[config.mk]
export PLATFORM = sky130hd
export DESIGN_NAME = packet_writer_flat
export DESIGN_NICKNAME = d
export VERILOG_FILES = /design/src/design/rx_mem_pkg.sv /design/src/design/rx_mem_if.sv /design/src/design/packet_writer.sv /design/src/flat_wrapper.sv
export SDC_FILE = /design/constraint.sdc
export NUM_CORES = 1
export LEC_CHECK = 0
export BUFFER_PORTS_ARGS = -buffer_cell sky130_fd_sc_hd__buf_2
export CORE_ASPECT_RATIO = 1.1
export CORE_MARGIN = 2
export CORE_UTILIZATION = 30
export DETAILED_ROUTE_END_ITERATION = 6
export PLACE_DENSITY = 0.81
export SYNTH_ARGS = -nofsm -noshare
export SYNTH_HDL_FRONTEND = slang
export SYNTH_SLANG_ARGS = --single-unit
export TNS_END_PERCENT = 100
[constraint.sdc]
create_clock -name i_clk -period 1.4 [get_ports i_clk]
set_input_delay 0 -clock i_clk [delete_from_list [all_inputs] [get_ports i_clk]]
set_output_delay 0 -clock i_clk [all_outputs]
set_load 0.03 [all_outputs]
[src/design/rx_mem_pkg.sv]
/*
  Geometry of the receive buffer RAM and the types built on it.
  One RAM word holds eight bytes, stored big-endian, so byte 0 is bits 63:56.
  A byte address is a word address followed by the byte offset in that word.
*/

package rx_mem_pkg;

  localparam int unsigned ADDR_WIDTH     = 8;
  localparam int unsigned WORD_WIDTH     = 64;
  localparam int unsigned BYTES_PER_WORD = 8;
  localparam int unsigned OFFSET_WIDTH   = $clog2(BYTES_PER_WORD);

  // RAM word, also the width of an access result
  typedef logic [WORD_WIDTH-1:0] word_t;

  typedef logic [ADDR_WIDTH-1:0] word_addr_t;

  // Word address in the upper bits, byte offset in the lower bits
  typedef logic [ADDR_WIDTH+OFFSET_WIDTH-1:0] byte_addr_t;

endpackage
[src/design/rx_mem_if.sv]
/*
  Connection between the packet writer, the buffer RAM and the access reader.
  Read data is the word at rd_addr sampled on the previous clock edge.
  A write and a read of the same word in one cycle return the old data.
*/

`timescale 1ns/1ps

interface rx_mem_if;

  // Write side, driven by the packet writer
  logic                   wr_en;
  rx_mem_pkg::word_addr_t wr_addr;
  rx_mem_pkg::word_t      wr_data;

  // Read side
  rx_mem_pkg::word_addr_t rd_addr;
  rx_mem_pkg::word_t      rd_data;

  modport writer (output wr_en, output wr_addr, output wr_data);

  modport reader (output rd_addr, input rd_data);

  modport memory (
    input  wr_en,
    input  wr_addr,
    input  wr_data,
    input  rd_addr,
    output rd_data
  );

endinterface

[src/design/packet_writer.sv]
/*
  Copies one packet from the dispatch FIFO into the buffer RAM from word 0.
  A fill only starts while the parser is not busy and the reader is idle.
  The FIFO is assumed to present one word per rd_valid cycle with no stall.
*/

`timescale 1ns/1ps

module packet_writer (
  input  logic              i_clk,
  input  logic              i_areset,
  input  logic              i_parser_busy,
  input  logic              i_dispatch_packet_available,
  input  logic              i_dispatch_fifo_empty,
  input  logic              i_dispatch_fifo_rd_valid,
  input  rx_mem_pkg::word_t i_dispatch_fifo_rd_data,
  input  logic              i_reader_idle,
  output logic              o_fill_active,
  output logic              o_dispatch_fifo_rd_start,
  output logic              o_dispatch_packet_read,
  rx_mem_if.writer          mem
);

  typedef enum logic {
    ST_IDLE,
    ST_FILL
  } writer_state_e;

  writer_state_e          state_q;
  rx_mem_pkg::word_addr_t fill_addr_q;
  logic                   fill_start;
  logic                   fill_done;
  logic                   word_valid;
  logic                   rd_start_q;
  logic                   packet_read_q;

  // --------------------------------------------------
  // Start and end conditions
  // --------------------------------------------------

  assign fill_start = (state_q == ST_IDLE) && i_dispatch_packet_available &&
                      !i_dispatch_fifo_empty && !i_parser_busy && i_reader_idle;

  // FIFO drained once no word is valid and the FIFO reports empty
  assign fill_done  = (state_q == ST_FILL) && !i_dispatch_fifo_rd_valid &&
                      i_dispatch_fifo_empty;

  assign word_valid = (state_q == ST_FILL) && i_dispatch_fifo_rd_valid;

  // Also high in the start cycle so that a read request there is dropped
  assign o_fill_active = fill_start || (state_q != ST_IDLE);

  // --------------------------------------------------
  // FSM, address counter and FIFO strobes
  // --------------------------------------------------

  always_ff @(posedge i_clk or posedge i_areset) begin
    if (i_areset) begin
      state_q       <= ST_IDLE;
      fill_addr_q   <= '0;
      rd_start_q    <= 1'b0;
      packet_read_q <= 1'b0;
    end else begin
      rd_start_q    <= fill_start;
      packet_read_q <= fill_done;
      if (fill_start) begin
        state_q     <= ST_FILL;
        fill_addr_q <= '0;
      end else if (fill_done) begin
        state_q     <= ST_IDLE;
      end
      if (word_valid) begin
        fill_addr_q <= rx_mem_pkg::word_addr_t'(fill_addr_q + 1'b1);
      end
    end
  end

  assign o_dispatch_fifo_rd_start = rd_start_q;
  assign o_dispatch_packet_read   = packet_read_q;

  // Each valid FIFO word goes straight to the current fill address
  assign mem.wr_en   = word_valid;
  assign mem.wr_addr = fill_addr_q;
  assign mem.wr_data = i_dispatch_fifo_rd_data;

endmodule

[src/flat_wrapper.sv]
// flat-port wrapper written by rule: the top's interface ports become plain ports
module packet_writer_flat 
  (i_clk, i_areset, i_parser_busy, i_dispatch_packet_available, i_dispatch_fifo_empty, i_dispatch_fifo_rd_valid, i_dispatch_fifo_rd_data, i_reader_idle, o_fill_active, o_dispatch_fifo_rd_start, o_dispatch_packet_read, mem_wr_en, mem_wr_addr, mem_wr_data);
  rx_mem_if mem_i ();
  input  logic i_clk;
  input  logic i_areset;
  input  logic i_parser_busy;
  input  logic i_dispatch_packet_available;
  input  logic i_dispatch_fifo_empty;
  input  logic i_dispatch_fifo_rd_valid;
  input  rx_mem_pkg::word_t i_dispatch_fifo_rd_data;
  input  logic i_reader_idle;
  output logic o_fill_active;
  output logic o_dispatch_fifo_rd_start;
  output logic o_dispatch_packet_read;
  output wire logic [$bits(mem_i.wr_en)-1:0] mem_wr_en;
  output wire logic [$bits(mem_i.wr_addr)-1:0] mem_wr_addr;
  output wire logic [$bits(mem_i.wr_data)-1:0] mem_wr_data;
  assign mem_wr_en = mem_i.wr_en;
  assign mem_wr_addr = mem_i.wr_addr;
  assign mem_wr_data = mem_i.wr_data;
  packet_writer u_core (.i_clk(i_clk), .i_areset(i_areset), .i_parser_busy(i_parser_busy), .i_dispatch_packet_available(i_dispatch_packet_available), .i_dispatch_fifo_empty(i_dispatch_fifo_empty), .i_dispatch_fifo_rd_valid(i_dispatch_fifo_rd_valid), .i_dispatch_fifo_rd_data(i_dispatch_fifo_rd_data), .i_reader_idle(i_reader_idle), .o_fill_active(o_fill_active), .o_dispatch_fifo_rd_start(o_dispatch_fifo_rd_start), .o_dispatch_packet_read(o_dispatch_packet_read), .mem(mem_i));
endmodule
==> flow_summary.json <==
{
  "status": "finished clean",
  "synthCells": 115,
  "power.density_nw_per_um2": 1660,
  "slew_headroom_pct": 72.1,
  "drv_cap": 0,
  "highest_layer": "met4",
  "track_usage_pct": 9.85,
  "clk_pin_slew_ns": 0.07,
  "antenna_found_initial": 0,
  "multi_input_area_sq_um": 220,
  "min_period_ns": 1.28,
  "place.gp.congestion": 0.816,
  "ys_ff_latch": 11,
  "avgRoutedWirePerCell_um": 15.4,
  "die_w_um": 59.1,
  "worstMarginPinSlew_ns": 0.417,
  "timing.hold.ws_ns": 0.00000840,
  "vias": 543,
  "cts_buffer_depth": 2,
  "critPathRequiredTime_ns": 1.59,
  "layout_worst_path_cycle_share_pct": 91.5,
  "syn-cell-area_sq_um": 1000,
  "root_buffer": "clkbuf_4",
  "yosys_warnings": 0,
  "cp.arrival_ns": 1.47,
  "wl_met2_um": 739,
  "yosysMostFrequentCell": "buf_4",
  "start_kind": "register",
  "final_util_pct": 21.8,
  "dr_wl_met3_um": 194,
  "cp-end-kind": "register",
  "pwr-share-seq_pct": 43.3,
  "hp-class": "in -> out",
  "core_area_sq_um": 3280,
  "hold_viol_final": 0,
  "slowest_stage": "dfrtp_2",
  "stdcell_area_sq_um": 716,
  "p_int_uw": 656,
  "boundaryPins": 147,
  "nNetsFinal": 149,
  "p_comb_share_pct": 38.7,
  "setup_tns_ns": 0,
  "fillers": 348,
  "seq_area_frac_synth_pct": 27.5,
  "hpwl_um": 1300,
  "routed_wirelength_um": 1730,
  "crit_chain": "ha_1 > nand3_1 > or3_1 > o211ai_1",
  "cts_sinks": 11,
  "finalSetupViolCount": 0,
  "ant_nets": 0,
  "antenna-diode-count": 0,
  "rows": 22,
  "drv_slew": 0,
  "synth_top_area_share_pct": 48.7,
  "critical-path-max-stage-delay_ns": 0.41,
  "synth_edf_count": 0,
  "swShare_pct": 44.8,
  "regArea_sq_um": 278,
  "grt_pass1_vias": 552,
  "synthToLayoutAreaGrowth_pct": -28.6,
  "rsz0062_at_grt": "no",
  "p_sw_uw": 533,
  "viasPerCell": 4.85,
  "die_h_um": 64.6,
  "die-area_sq_um": 3820,
  "grt_remaining_overflow": 0,
  "avgSynthCellArea_sq_um": 8.71,
  "p_leak_uw": 0.000380,
  "wl_met1_um": 556,
  "crit_fanout": 6,
  "clk_latency_ns": 0.27,
  "synth_common_cells": "65 x buf_4, 11 x dfrtp_1, 5 x inv_1, 5 x o21ai_0",
  "synth_top_cell_by_area": "buf_4",
  "clkPwrFrac_pct": 18.1,
  "syn-num-nets": 187,
  "first_pass_iters": 4,
  "cts_tree": "done",
  "critPathTopFamily": "simple AND/OR/NAND/NOR gates",
  "grt_max_degree": 12,
  "ir_worst_vdd_mv": 0.342,
  "crit_type": "reg -> reg",
  "grt_pass1_wl_um": 2700,
  "start_util_pct": 30.6,
  "synth_cell_types": 19,
  "placed_cell_area_sq_um": 658,
  "clock_skew_ns": 0.00150,
  "synthArstFlopShare_pct": 100,
  "synth_top_flop_cell": "dfrtp_1",
  "final_layout_size_suffix_gt1_share_pct": 32.9,
  "synth_area_leaders": "buf_4 49%, dfrtp_1 27%, mux2i_1 4.0%",
  "drtIter0Drc": 9,
  "fmax_ghz": 0.781,
  "drc": 0,
  "cts_inserted_buffers": 3,
  "cts_max_level": 1,
  "path_buf_inv": 0,
  "port-buffer-count": 18
}
[layout make-up]
| class | instances | area share [%] |
|---|---|---|
| clock buffer | 4 | 3.67 |
| inverter | 5 | 2.62 |
| multi-input combinational | 34 | 30.8 |
| sequential | 11 | 38.8 |
| tap | 36 | 6.29 |
| timing repair buffer | 22 | 17.8 |
[power by group through the flow]
stage	Sequential, uW	Combinational [uW]	Clock, uW
3_5_place_dp	516	457	0
2_1_floorplan	605	566	0
4_1_cts	513	469	221
6_report	514	460	215
5_1_grt	537	501	236
3_3_place_gp	509	455	0
[per-stage QoR]
stage,power (uW),worst slack (ns),cells
2_1_floorplan,1170,0.0308,115
3_3_place_gp,964,0.216,105
3_5_place_dp,974,0.179,105
4_1_cts,1200,0.0719,112
5_1_grt,1270,0.00274,112
6_report,1190,0.120,112
[path summary, 6_finish.rpt]
kind / start / to / cells past startpoint / slack, ns
worst min-delay path: i_dispatch_fifo_rd_data[11] / mem_wr_data[11] / 0 / 0.000008
max in group asynchronous: i_areset / u_core.mem.wr_addr[0] / 3 / 0.82
worst max register to register: u_core.mem.wr_addr[0] / u_core.mem.wr_addr[4] / 4 / 0.12
worst min register to register: u_core.mem.wr_addr[7] / u_core.mem.wr_addr[7] / 1 / 0.46
min in group asynchronous: i_areset / u_core.o_dispatch_packet_read / 3 / 0.26
worst max-delay path: u_core.mem.wr_addr[0] / u_core.mem.wr_addr[4] / 4 / 0.12
[timing repair]
item,CTS,global route
endpoints found under the hold margin,12,0
gates resized for setup,0,1
setup buffers,0,0
endpoints found under the setup margin,0,1
hold buffers,3,0
[sequential cells by signal, summed over array words and instances (netlist names)]
| signal | flops |
|---|---|
| u_core.o_dispatch_fifo_rd_start | 1 |
| u_core.state_q | 1 |
| u_core.mem.wr_addr | 8 |
| u_core.o_dispatch_packet_read | 1 |
[logic make-up (layout without fill, tap and decap cells)]
kind of cell             count (synthesis)  after routing  synth area share, %
adder cells (fa/ha/maj)                  1              1                 1.25
AO/OA/AOI/OAI                           12             12                 6.87
multiplexers                             4              4                 4.00
flip-flops                              11             11                 27.5
buffers and inverters                   70             31                 50.6
AND/OR/NAND/NOR                         17             17                 9.86
[layer usage]
metal	up-vias	global-route usage (%)
met5	-	0
met4	0	17.0
met3	36	3.59
met2	33	13.2
met1	237	8.38
li1	237	-
[cells in the final DEF, fill, tap and decap left out]
| master | instances |
|---|---|
| buf_2 | 18 |
| buf_4 | 1 |
| dlygate4sd3_1 | 3 |
| inv_1 | 5 |
| and4_1 | 1 |
| mux2i_1 | 4 |
| nand4_1 | 4 |
| dfrtp_1 | 9 |
| nand2_2 | 1 |
| or3_1 | 2 |
| nand2_1 | 3 |
| nor2_1 | 2 |
| o211ai_1 | 1 |
| clkbuf_1 | 1 |
| dfrtp_2 | 2 |
| nand4bb_1 | 1 |
| o2bb2ai_1 | 1 |
| a21oi_1 | 4 |
| clkbuf_4 | 3 |
| o21ai_0 | 5 |
| o21a_1 | 1 |
| and3_1 | 1 |
| ha_1 | 1 |
| nand3_1 | 2 |
(Power assumes the default switching activity.)
