### config.mk
export PLATFORM = sky130hd
export DESIGN_NAME = access_reader_flat
export DESIGN_NICKNAME = d
export VERILOG_FILES = /design/src/design/rx_mem_pkg.sv /design/src/design/rx_access_pkg.sv /design/src/design/rx_mem_if.sv /design/src/design/access_reader.sv /design/src/flat_wrapper.sv
export SDC_FILE = /design/constraint.sdc
export NUM_CORES = 1
export LEC_CHECK = 0
export BUFFER_PORTS_ARGS = -buffer_cell sky130_fd_sc_hd__buf_4
export CORE_UTILIZATION = 30
export CTS_BUF_LIST = sky130_fd_sc_hd__clkbuf_2 sky130_fd_sc_hd__clkbuf_4 sky130_fd_sc_hd__clkbuf_8
export DETAILED_ROUTE_END_ITERATION = 10
export PLACE_DENSITY = 0.55
export SLEW_MARGIN = 10
export SYNTH_ARGS = -nofsm -noshare
export SYNTH_HDL_FRONTEND = slang
export SYNTH_SLANG_ARGS = --single-unit
### constraint.sdc
create_clock -name i_clk -period 3 [get_ports i_clk]
set_input_delay 0.6 -clock i_clk [delete_from_list [all_inputs] [get_ports i_clk]]
set_output_delay 0.6 -clock i_clk [all_outputs]
set_load 0.05 [all_outputs]
### src/design/rx_mem_pkg.sv
/*
  Geometry of the receive buffer RAM and the types built on it.
  One RAM word holds eight bytes, stored big-endian, so byte 0 is bits 63:56.
  A byte address is a word address followed by the byte offset in that word.
*/

package rx_mem_pkg;

  localparam int unsigned ADDR_WIDTH     = 8;
  localparam int unsigned WORD_WIDTH     = 64;
  localparam int unsigned BYTES_PER_WORD = 8;
  localparam int unsigned OFFSET_WIDTH   = $clog2(BYTES_PER_WORD);

  // RAM word, also the width of an access result
  typedef logic [WORD_WIDTH-1:0] word_t;

  typedef logic [ADDR_WIDTH-1:0] word_addr_t;

  // Word address in the upper bits, byte offset in the lower bits
  typedef logic [ADDR_WIDTH+OFFSET_WIDTH-1:0] byte_addr_t;

endpackage
### src/design/rx_access_pkg.sv
/*
  Access-port protocol definitions.
  The word-size code keeps the full encoding of the port, but only
  WS_32 and WS_64 are served. Other codes are ignored by the reader.
*/

package rx_access_pkg;

  // Word-size code as driven on the access port
  typedef enum logic [2:0] {
    WS_8     = 3'd0,
    WS_16    = 3'd1,
    WS_32    = 3'd2,
    WS_64    = 3'd3,
    WS_BURST = 3'd4
  } word_size_e;

  // Byte position of a read inside one RAM word
  typedef logic [rx_mem_pkg::OFFSET_WIDTH-1:0] byte_offset_t;

endpackage

### src/design/rx_mem_if.sv
/*
  Connection between the packet writer, the buffer RAM and the access reader.
  Read data is the word at rd_addr sampled on the previous clock edge.
  A write and a read of the same word in one cycle return the old data.
*/

`timescale 1ns/1ps

interface rx_mem_if;

  // Write side, driven by the packet writer
  logic                   wr_en;
  rx_mem_pkg::word_addr_t wr_addr;
  rx_mem_pkg::word_t      wr_data;

  // Read side
  rx_mem_pkg::word_addr_t rd_addr;
  rx_mem_pkg::word_t      rd_data;

  modport writer (output wr_en, output wr_addr, output wr_data);

  modport reader (output rd_addr, input rd_data);

  modport memory (
    input  wr_en,
    input  wr_addr,
    input  wr_data,
    input  rd_addr,
    output rd_data
  );

endinterface

### src/design/access_reader.sv
/*
  Serves 32-bit and 64-bit reads at any byte address of the buffer.
  A value inside one word is ready three edges after rd_en, a value
  spanning two words four edges after it. The second word wraps to 0.
  Requests with other word sizes, during a fill or while busy are ignored.
*/

`timescale 1ns/1ps

module access_reader (
  input  logic                      i_clk,
  input  logic                      i_areset,
  input  logic                      i_fill_active,
  input  logic                      i_access_port_rd_en,
  input  rx_mem_pkg::byte_addr_t    i_access_port_addr,
  input  rx_access_pkg::word_size_e i_access_port_wordsize,
  output logic                      o_idle,
  output logic                      o_access_port_wait,
  output logic                      o_access_port_rd_dv,
  output rx_mem_pkg::word_t         o_access_port_rd_data,
  rx_mem_if.reader                  mem
);

  typedef enum logic [2:0] {
    ST_IDLE,
    ST_SINGLE_DLY,
    ST_SINGLE,
    ST_FIRST_DLY,
    ST_FIRST,
    ST_SECOND
  } reader_state_e;

  reader_state_e               state_q;
  reader_state_e               state_d;
  logic                        idle_q;
  logic                        wait_q;
  logic                        dv_q;
  rx_access_pkg::byte_offset_t req_offset;
  logic                        ws_ok;
  logic                        req_accept;
  logic                        req_spans;
  logic                        finish;

  rx_mem_pkg::word_addr_t      addr_q;
  rx_access_pkg::byte_offset_t offset_q;
  rx_access_pkg::word_size_e   ws_q;
  rx_mem_pkg::word_t           first_q;
  rx_mem_pkg::word_t           rd_data_q;

  rx_mem_pkg::word_t                   hi_word;
  rx_mem_pkg::word_t                   lo_word;
  logic [2*rx_mem_pkg::WORD_WIDTH-1:0] pair_shifted;
  rx_mem_pkg::word_t                   aligned;
  rx_mem_pkg::word_t                   result;

  // --------------------------------------------------
  // Request decode
  // --------------------------------------------------

  assign req_offset = i_access_port_addr[rx_mem_pkg::OFFSET_WIDTH-1:0];
  assign ws_ok      = (i_access_port_wordsize == rx_access_pkg::WS_32) ||
                      (i_access_port_wordsize == rx_access_pkg::WS_64);
  assign req_accept = i_access_port_rd_en && (state_q == ST_IDLE) && !i_fill_active && ws_ok;

  // Four bytes fit from offsets 0 to 4, eight bytes only from offset 0
  assign req_spans  = (i_access_port_wordsize == rx_access_pkg::WS_32) ?
                      (req_offset >= rx_access_pkg::byte_offset_t'(5)) :
                      (req_offset != '0);

  assign finish = (state_q == ST_SINGLE) || (state_q == ST_SECOND);

  always_comb begin
    state_d = state_q;
    case (state_q)
      ST_IDLE: begin
        if (req_accept) begin
          state_d = req_spans ? ST_FIRST_DLY : ST_SINGLE_DLY;
        end
      end
      ST_SINGLE_DLY: state_d = ST_SINGLE;
      ST_SINGLE:     state_d = ST_IDLE;
      ST_FIRST_DLY:  state_d = ST_FIRST;
      ST_FIRST:      state_d = ST_SECOND;
      ST_SECOND:     state_d = ST_IDLE;
      default:       state_d = ST_IDLE;
    endcase
  end

  always_ff @(posedge i_clk or posedge i_areset) begin
    if (i_areset) begin
      state_q <= ST_IDLE;
      idle_q  <= 1'b1;
      wait_q  <= 1'b0;
      dv_q    <= 1'b0;
    end else begin
      state_q <= state_d;
      idle_q  <= (state_d == ST_IDLE);
      wait_q  <= req_accept || (wait_q && !finish);
      dv_q    <= finish;
    end
  end

  // --------------------------------------------------
  // Address, request fields and result
  // --------------------------------------------------

  always_ff @(posedge i_clk) begin
    if (req_accept) begin
      addr_q   <= i_access_port_addr[rx_mem_pkg::OFFSET_WIDTH +: rx_mem_pkg::ADDR_WIDTH];
      offset_q <= req_offset;
      ws_q     <= i_access_port_wordsize;
    end else if (state_q == ST_FIRST_DLY) begin
      // First word already sampled by the RAM on this edge
      addr_q   <= rx_mem_pkg::word_addr_t'(addr_q + 1'b1);
    end
    if (state_q == ST_FIRST) begin
      first_q <= mem.rd_data;
    end
    if (finish) begin
      rd_data_q <= result;
    end
  end

  assign mem.rd_addr = addr_q;

  // Big-endian join, first word moved up by the offset, second fills below
  assign hi_word      = (state_q == ST_SECOND) ? first_q : mem.rd_data;
  assign lo_word      = (state_q == ST_SECOND) ? mem.rd_data : '0;
  assign pair_shifted = {hi_word, lo_word} << {offset_q, 3'b000};
  assign aligned      = pair_shifted[2*rx_mem_pkg::WORD_WIDTH-1 -: rx_mem_pkg::WORD_WIDTH];

  // 32-bit values sit in the low half
  assign result = (ws_q == rx_access_pkg::WS_32) ?
                  {{(rx_mem_pkg::WORD_WIDTH/2){1'b0}},
                   aligned[rx_mem_pkg::WORD_WIDTH-1 -: rx_mem_pkg::WORD_WIDTH/2]} :
                  aligned;

  assign o_idle                = idle_q;
  assign o_access_port_wait    = wait_q;
  assign o_access_port_rd_dv   = dv_q;
  assign o_access_port_rd_data = rd_data_q;

endmodule

### src/flat_wrapper.sv
// flat-port wrapper written by rule: the top's interface ports become plain ports
module access_reader_flat 
  (i_clk, i_areset, i_fill_active, i_access_port_rd_en, i_access_port_addr, i_access_port_wordsize, o_idle, o_access_port_wait, o_access_port_rd_dv, o_access_port_rd_data, mem_rd_addr, mem_rd_data);
  rx_mem_if mem_i ();
  input  logic i_clk;
  input  logic i_areset;
  input  logic i_fill_active;
  input  logic i_access_port_rd_en;
  input  rx_mem_pkg::byte_addr_t i_access_port_addr;
  input  rx_access_pkg::word_size_e i_access_port_wordsize;
  output logic o_idle;
  output logic o_access_port_wait;
  output logic o_access_port_rd_dv;
  output rx_mem_pkg::word_t o_access_port_rd_data;
  output wire logic [$bits(mem_i.rd_addr)-1:0] mem_rd_addr;
  input wire logic [$bits(mem_i.rd_data)-1:0] mem_rd_data;
  assign mem_rd_addr = mem_i.rd_addr;
  assign mem_i.rd_data = mem_rd_data;
  access_reader u_core (.i_clk(i_clk), .i_areset(i_areset), .i_fill_active(i_fill_active), .i_access_port_rd_en(i_access_port_rd_en), .i_access_port_addr(i_access_port_addr), .i_access_port_wordsize(i_access_port_wordsize), .o_idle(o_idle), .o_access_port_wait(o_access_port_wait), .o_access_port_rd_dv(o_access_port_rd_dv), .o_access_port_rd_data(o_access_port_rd_data), .mem(mem_i));
endmodule
==> metrics.yaml, run 1 <==
tightest_slew_ps: 994
status: "completed"
cts_made_buffers: 17
antenna_found_initial: 1
first_pass_iters: 5
clockBufferDepth: 2
holdBufCountCts: 0
cellPowerDensity_nw_per_um2: 598
grt_overflow: 0
place_area_um2: 11700
yosys_warnings: 0
clk_pin_slew_ps: 90
total_power_mw: 7.29
wire_per_inst_um: 22.8
startpoint_type: "register"
io_buffers: 156
clock_latency_ps: 470
synth_async_sr_flop_share: 0.0405
slew_headroom: 0.335
area_growth_pct: 23.2
fin_skew_ps: 16.4
finalWirelength_um: 32100
finalHoldViolCount: 0
avgSynthCellArea_um2: 12.3
rsz0062_at_grt: "no"
drc: 0
grt_pass1_wl_um: 48500
start_util: 0.305
ys_seq_area_frac: 0.447
synth-edff-count: 142
timing.hold.ws_ps: 39.0
die_w_um: 184
path_class: "reg -> reg"
cts_tree: "yes"
ys_types: 71
setup_viol: 0
vias: 7845
detail-route-antenna-nets: 0
syn_nets: 884
post-route-period-util: 0.862
layout_commonest_cell: "buf_4"
power_leakage_nw: 4.40
viasPerCell: 5.56
cts_setup_buffers: 0
period_needed_ps: 2590
cts-root-buf: "clkbuf_8"
hpwl_um: 23500
first_global_vias: 7585
fmax_ghz: 0.387
fillerInstances: 3115
post-route-util: 0.375
synth_ff_type: "edfxtp_1"
grt_max_degree: 63
drive_gt1_frac: 0.351
setup_tns_ps: 0
cp_max_fo: 31
synth.ff_latch_count: 148
layout_common_cells: "buf_4 (197), edfxtp_1 (142), mux2i_1 (92), nand2_1 (72), mux4_2 (69)"
dieArea_um2: 33700
arrival_ps: 2810
crit_required_ps: 3220
max_cap_viol_count: 0
clock-sinks: 148
place.gp.congestion: 0.863
die_h_um: 184
drt_iter0_markers: 684
track_usage: 0.192
vdd_drop_max_mv: 0.367
htree_levels: 4
core.rowCount: 66
fin_nets: 1037
boundaryPins: 157
syn_inst: 801
netlist_area_um2: 9890
core_area_um2: 32500
final_area_um2: 12200
min_path_type: "in -> async"
slew_violations: 0
cp-end-kind: "register"
cts.repair.resized: 0
## report_power, final
group | switching (mW) | leakage [nW] | total, mW | internal [mW]
combinational | 1.54 | 2.80 | 2.32 | 0.782
clock | 0.833 | 0.222 | 1.87 | 1.03
sequential | 0.252 | 1.37 | 3.10 | 2.85
## critical path, cell delays in order, from the launching register on
cell     delay, ps
dfrtp_1        440
and3b_4        500
buf_12         270
mux2i_1        320
o21ai_1         90
mux4_2         440
mux2_2         270
## Yosys cell counts (6+ instances only)
library cell	n	area (um^2)
nand2_1	72	270
nor3_1	22	110
mux2i_1	92	921
and2_1	11	68.8
mux2_2	19	214
mux4_2	69	1550
a21o_1	10	75.1
nand3_1	21	105
o21ai_0	28	140
o211ai_1	8	60.1
nor2_1	39	146
buf_6	6	67.6
and3_1	9	56.3
edfxtp_1	142	4260
a22oi_1	9	67.6
o22ai_1	13	81.3
a211oi_1	13	97.6
clkbuf_1	32	120
nand2b_1	6	37.5
a21oi_1	36	180
buf_2	25	125
o21a_1	6	45.0
a31oi_1	12	75.1
## metal layers
layer	track usage	vias up	wire length, um
li1	-	3529	-
met2	0.278	402	13700
met5	0	-	0
met4	0.0480	0	567
met1	0.286	3872	15200
met3	0.0436	42	2570
## layout make-up
type,instances,area [um^2],share of cell area
inverters,7,26.3,0.00216
well taps,442,553,0.0454
clock inverters,12,203,0.0166
repair buffers,205,1640,0.135
diodes,1,2.50,0.000205
multi-input cells,575,5080,0.417
flip-flops and latches,148,4420,0.363
clock buffers,20,263,0.0216
## final timing paths
kind	startpoint	end	slack, ps	cells after the start
min	i_areset	u_core.state_q[1]$_DFF_PP0_	40	2
max reg2reg	u_core.state_q[1]$_DFF_PP0_	u_core.o_access_port_rd_data[5]$_DFFE_PP_	410	6
max	u_core.state_q[1]$_DFF_PP0_	u_core.o_access_port_rd_data[5]$_DFFE_PP_	410	6
min reg2reg	u_core.o_access_port_wait$_DFF_PP0_	u_core.o_access_port_wait$_DFF_PP0_	560	2
max in group asynchronous	i_areset	u_core.o_idle$_DFF_PP1_	2710	2
min in group i_clk	i_access_port_wordsize[2]	u_core.ws_q[2]$_DFFE_PP_	310	1
## kinds of logic (layout without fill, tap and decap cells)
kind of cell,count (synthesis),after routing,share of synthesized area
xor+xnor,6,6,0.00531
buf+inv,78,244,0.0416
mux,184,184,0.283
fa+ha+maj,1,1,0.00127
other cells,0,1,0
flops,148,148,0.447
simple gates,196,196,0.0917
compound gates,188,188,0.131
## flip-flops by register name, indices dropped and copies added, names as in the netlist
name,flops
u_core.o_access_port_wait,1
u_core.o_access_port_rd_data,64
u_core.offset_q,3
u_core.ws_q,3
u_core.first_q,64
u_core.o_access_port_rd_dv,1
u_core.o_idle,1
u_core.mem.rd_addr,8
u_core.state_q,3
## through the flow
| step | worst slack (ps) | instances |
|---|---|---|
| 2_1_floorplan | 348 | 801 |
| 3_3_place_gp | 480 | 1377 |
| 3_5_place_dp | 418 | 1377 |
| 4_1_cts | 388 | 1409 |
| 5_1_grt | 258 | 1409 |
| 6_report | 413 | 1410 |
Note: power is estimated with default switching activity, not from simulation.
==> run 2, diff against run 1 <==
MAX_ROUTING_LAYER = met4   (was unset)
==> metrics.yaml, run 2 (same netlist as run 1, synthesis figures left out) <==
cp-end-kind: "register"
drive_gt1_frac: 0.351
rsz0062_at_grt: "no"
pwr-share-comb: 0.319
grt_overflow: 0
p_sw_frac: 0.360
busiest_layer: "met1"
track_usage: 0.198
wire_per_inst_um: 22.8
start_util: 0.305
crit_family: "multiplexers"
final_area_um2: 12200
core_area_um2: 32500
layout_commonest_cell: "buf_4"
arrival_ps: 2800
power_leakage_nw: 4.40
met1_usage: 0.290
die_w_um: 184
grt_use_met3: 0.0382
finalHoldViolCount: 0
clock_latency_ps: 470
finalWirelength_um: 32100
pwr-share-clk: 0.256
post-route-period-util: 0.861
fin_nets: 1037
htree_levels: 4
grt_use_met2: 0.278
antenna_found_initial: 1
detail-route-antenna-nets: 0
cp_max_fo: 31
die_h_um: 184
layout_common_cells: "buf_4 (197), edfxtp_1 (142), mux2i_1 (92), nand2_1 (72), mux4_2 (69)"
vias: 7845
fillerInstances: 3115
place.gp.congestion: 0.880
cts_setup_buffers: 0
fin_skew_ps: 13.2
holdBufCountCts: 0
slew_headroom: 0.349
min_path_type: "in -> async"
cts-root-buf: "clkbuf_8"
multi_input_area_um2: 5080
cellPowerDensity_nw_per_um2: 599
core.rowCount: 66
worst-path-buf-inv: 1
drt_iter0_markers: 599
io_buffers: 156
tightest_slew_ps: 973
period_needed_ps: 2580
max_stage_delay_ps: 490
viasPerCell: 5.56
fmax_ghz: 0.387
slew_violations: 0
crit_chain: "and3b_4, buf_12, mux2i_1, o21ai_1, mux4_2, mux2_2"
setup_tns_ps: 0
vdd_drop_max_mv: 0.364
seqCellArea_um2: 4420
max_cap_viol_count: 0
setup_viol: 0
switchingPower_mw: 2.63
first_pass_iters: 7
crit_slowest_cell: "and3b_4"
cts.repair.resized: 0
grt_max_degree: 63
first_global_vias: 7569
drc: 0
p_int_mw: 4.66
clockBufferDepth: 2
dieArea_um2: 33700
cts_tree: "yes"
clock-sinks: 148
boundaryPins: 157
hpwl_um: 23500
grt_pass1_wl_um: 48500
power_frac_seq: 0.425
area_growth_pct: 23.2
crit_required_ps: 3220
cts_made_buffers: 17
path_class: "reg -> reg"
status: "completed"
startpoint_type: "register"
place_area_um2: 11700
clk_pin_slew_ps: 90
==> run 2: per-layer routing <==
metal	wire length, um	part of all wire	vias up
met3	2480	0.077	34
met4	468	0.015	0
met2	13900	0.43	383
met5	0	0	-
li1	-	-	3525
met1	15200	0.47	3903
==> run 2: power groups by stage <==
stage / clock [mW] / sequential [mW] / combinational [mW]
finish: 1.87 / 3.10 / 2.32
global route: 1.98 / 3.14 / 2.46
CTS: 1.91 / 3.10 / 2.33
detailed placement: 0 / 3.14 / 2.33
global placement: 0 / 3.14 / 2.32
floorplan: 0 / 3.68 / 0.907
==> run 2: metrics by stage <==
step / hold slack [ps] / instances / total power [mW] / worst slack, ps / util
2_1_floorplan: 390 / 801 / 4.59 / 348 / -
3_3_place_gp: 534 / 1377 / 5.46 / 480 / 0.361
3_5_place_dp: 541 / 1377 / 5.47 / 418 / 0.361
4_1_cts: 10.8 / 1409 / 7.34 / 388 / 0.375
5_1_grt: 21.3 / 1410 / 7.59 / 254 / 0.375
6_report: 36.1 / 1410 / 7.29 / 416 / 0.375
==> run 2: final timing paths <==
kind / slack [ps] / cells after the start / from / end
min: 40 / 2 / i_areset / u_core.state_q[1]$_DFF_PP0_
max in group asynchronous: 2710 / 2 / i_areset / u_core.o_idle$_DFF_PP1_
max reg2reg: 420 / 6 / u_core.state_q[1]$_DFF_PP0_ / u_core.o_access_port_rd_data[5]$_DFFE_PP_
min reg2reg: 560 / 2 / u_core.o_access_port_wait$_DFF_PP0_ / u_core.o_access_port_wait$_DFF_PP0_
max: 420 / 6 / u_core.state_q[1]$_DFF_PP0_ / u_core.o_access_port_rd_data[5]$_DFFE_PP_
min in group i_clk: 310 / 1 / i_access_port_wordsize[2] / u_core.ws_q[2]$_DFFE_PP_
==> run 2: worst reg2reg max path: cells and delay by family (launching register included) <==
kind,cells,cell delay (ps)
simple gates,1,500
compound gates,1,90
flops,1,440
buf+inv,1,270
mux,3,1030
==> run 2: area by class of cell <==
| class | instances | share of cell area |
|---|---|---|
| well taps | 442 | 0.0454 |
| clock inverters | 12 | 0.0166 |
| repair buffers | 205 | 0.135 |
| multi-input cells | 575 | 0.417 |
| diodes | 1 | 0.000205 |
| clock buffers | 20 | 0.0216 |
| flip-flops and latches | 148 | 0.363 |
| inverters | 7 | 0.00216 |
==> run 3, diff against run 2 <==
ABC_AREA = 1   (was unset)
PLACE_DENSITY = 0.56   (was 0.55)
==> metrics.yaml, run 3 <==
io_buffers: 156
finalHoldViolCount: 0
synth_top_family_by_area: "simple AND/OR/NAND/NOR gates"
setup_viol: 0
wire_per_inst_um: 19.3
cp_max_fo: 43
synth-simple-area-share: 0.432
cts_setup_buffers: 0
syn_inst: 1219
vdd_drop_max_mv: 0.416
slew_violations: 0
fmax_ghz: 0.445
worst-path-buf-inv: 1
core.rowCount: 63
slew_headroom: 0.356
yosys.area.top_type: "edfxtp_1"
cts.repair.resized: 0
drc: 0
avgSynthCellArea_um2: 7.56
arrival_ps: 2530
synth_compound_area_frac: 0.0335
ys_seq_area_frac: 0.479
clk_pin_slew_ps: 80
synthXorXnorAreaFrac: 0.00380
netlist.area_leader.share: 0.463
dieArea_um2: 31400
synth_ff_type: "edfxtp_1"
synth_area_leaders: "edfxtp_1 (46%), nand3_1 (25%), nand2_1 (15%)"
hpwl_um: 23100
die_w_um: 177
antenna_found_initial: 5
synth.ff_latch_count: 148
boundaryPins: 157
first_global_vias: 8592
place.gp.congestion: 0.865
timing.hold.ws_ps: 48.4
drive_gt1_frac: 0.161
first_pass_iters: 8
tightest_slew_ps: 966
synth_most_common_cell: "nand3_1"
cellPowerDensity_nw_per_um2: 627
clock-sinks: 148
cp_common_cell: "nand2_1"
core_area_um2: 30000
synthTopCellsByCount: "nand3_1 (454), nand2_1 (370), edfxtp_1 (142), nor2_1 (55), clkbuf_1 (46)"
syn_nets: 1302
startpoint_type: "register"
grt_max_degree: 120
setup_tns_ps: 0
crit_chain: "nand2_1, nor2_4, buf_4, nand2_1, nand2_1, nand3_1, nand3_1, nand2_1, nor2_1"
area_growth_pct: 21.8
finalWirelength_um: 33500
synth_async_sr_flop_share: 0.0405
post-route-period-util: 0.748
crit_required_ps: 3290
cts_tree: "yes"
clock_latency_ps: 470
fin_nets: 1410
fin_skew_ps: 18.6
final_cell_count_no_fill: 1735
layout_commonest_cell: "nand3_1"
detail-route-antenna-nets: 0
period_needed_ps: 2240
crit_family: "simple AND/OR/NAND/NOR gates"
yosys.area_share.adder: 0.00136
layout_common_cells: "nand3_1 (454), nand2_1 (369), buf_4 (168), edfxtp_1 (142), nor2_1 (54)"
synthMuxAreaShare: 0
placed_cells: 1698
track_usage: 0.223
netlist_area_um2: 9210
yosys_warnings: 0
cp-end-kind: "register"
holdBufCountCts: 0
crit_slowest_cell: "dfrtp_1"
post-route-util: 0.375
max_stage_delay_ps: 600
max_cap_viol_count: 0
synth-edff-count: 142
vias: 9324
drt_iter0_markers: 1091
grt_overflow: 0
die_h_um: 177
status: "completed"
power_leakage_nw: 4.73
ys_types: 29
min_path_type: "in -> async"
viasPerCell: 5.37
clockBufferDepth: 2
cts-root-buf: "clkbuf_8"
cts_made_buffers: 17
htree_levels: 4
path_class: "reg -> reg"
rsz0062_at_grt: "no"
start_util: 0.308
grt_pass1_wl_um: 51100
==> run 3: changes by cell type after synthesis, moves of 13 or more <==
cell,delta
mux2_2,-19
inv_1,+16
nor3_1,-21
a211oi_1,-13
nor2_1,+16
buf_1,+20
mux2i_1,-92
o22ai_1,-13
clkbuf_1,+14
mux4_2,-69
nand3_1,+433
nand2_1,+298
==> run 3: where the power goes <==
group          switching, mW  internal (mW)  total (mW)
registers              0.214           2.84        3.05
clock network          0.865          0.913        1.78
logic                   1.61          0.593        2.20
total                   2.69           4.34        7.03
==> run 3: worst paths after layout <==
path / start / endpoint / slack, ps / depth (start not counted)
setup / recovery: u_core.state_q[2]$_DFF_PP0_ / u_core.o_access_port_rd_data[33]$_SDFFCE_PP0P_ / 760 / 9
hold / removal: i_areset / u_core.o_access_port_wait$_DFF_PP0_ / 50 / 2
setup reg to reg: u_core.state_q[2]$_DFF_PP0_ / u_core.o_access_port_rd_data[33]$_SDFFCE_PP0P_ / 760 / 9
hold reg to reg: u_core.o_access_port_wait$_DFF_PP0_ / u_core.o_access_port_wait$_DFF_PP0_ / 530 / 2
max in group asynchronous: i_areset / u_core.o_idle$_DFF_PP1_ / 2700 / 2
min in group i_clk: mem_rd_data[6] / u_core.first_q[6]$_DFFE_PP_ / 320 / 1
==> run 3: logic make-up (layout without fill, tap and decap cells) <==
family,count (synthesis),in the layout
xor+xnor,4,4
fa+ha+maj,1,1
buf+inv,112,233
compound gates,59,59
flops,148,148
simple gates,895,895
other cells,0,5
==> run 3: worst register-to-register path, stage by stage, from the launching register on <==
cell and delay [ps]:
dfrtp_1 600, nand2_1 160, nor2_4 160, buf_4 420, nand2_1 160, nand2_1 110, nand3_1 110, nand3_1 150
nand2_1 70, nor2_1 150
==> run 3: area by class of cell <==
| class | count | area [um^2] |
|---|---|---|
| repair buffers | 176 | 1420 |
| multi-input cells | 959 | 4350 |
| well taps | 390 | 488 |
| flip-flops and latches | 148 | 4420 |
| inverters | 25 | 93.8 |
| clock inverters | 15 | 204 |
| fillers | 3142 | 18700 |
| clock buffers | 17 | 234 |
| diodes | 5 | 12.5 |
==> run 3: metal layers <==
metal / vias up / routed length, um / global-route usage / share of wire
met4: 0 / 552 / 0.0548 / 0.016
met1: 4359 / 15200 / 0.313 / 0.45
li1: 4486 / - / - / -
met3: 32 / 3200 / 0.0511 / 0.096
met5: - / 0 / - / 0
met2: 447 / 14500 / 0.324 / 0.43
==> run 3: metrics by stage <==
step	instance area, um^2	setup WS [ps]	total power, mW
4_1_cts	11200	774	7.09
5_1_grt	11200	481	7.36
6_report	11200	755	7.03
3_3_place_gp	10800	843	5.30
3_5_place_dp	10800	798	5.31
2_1_floorplan	9220	11.2	4.49
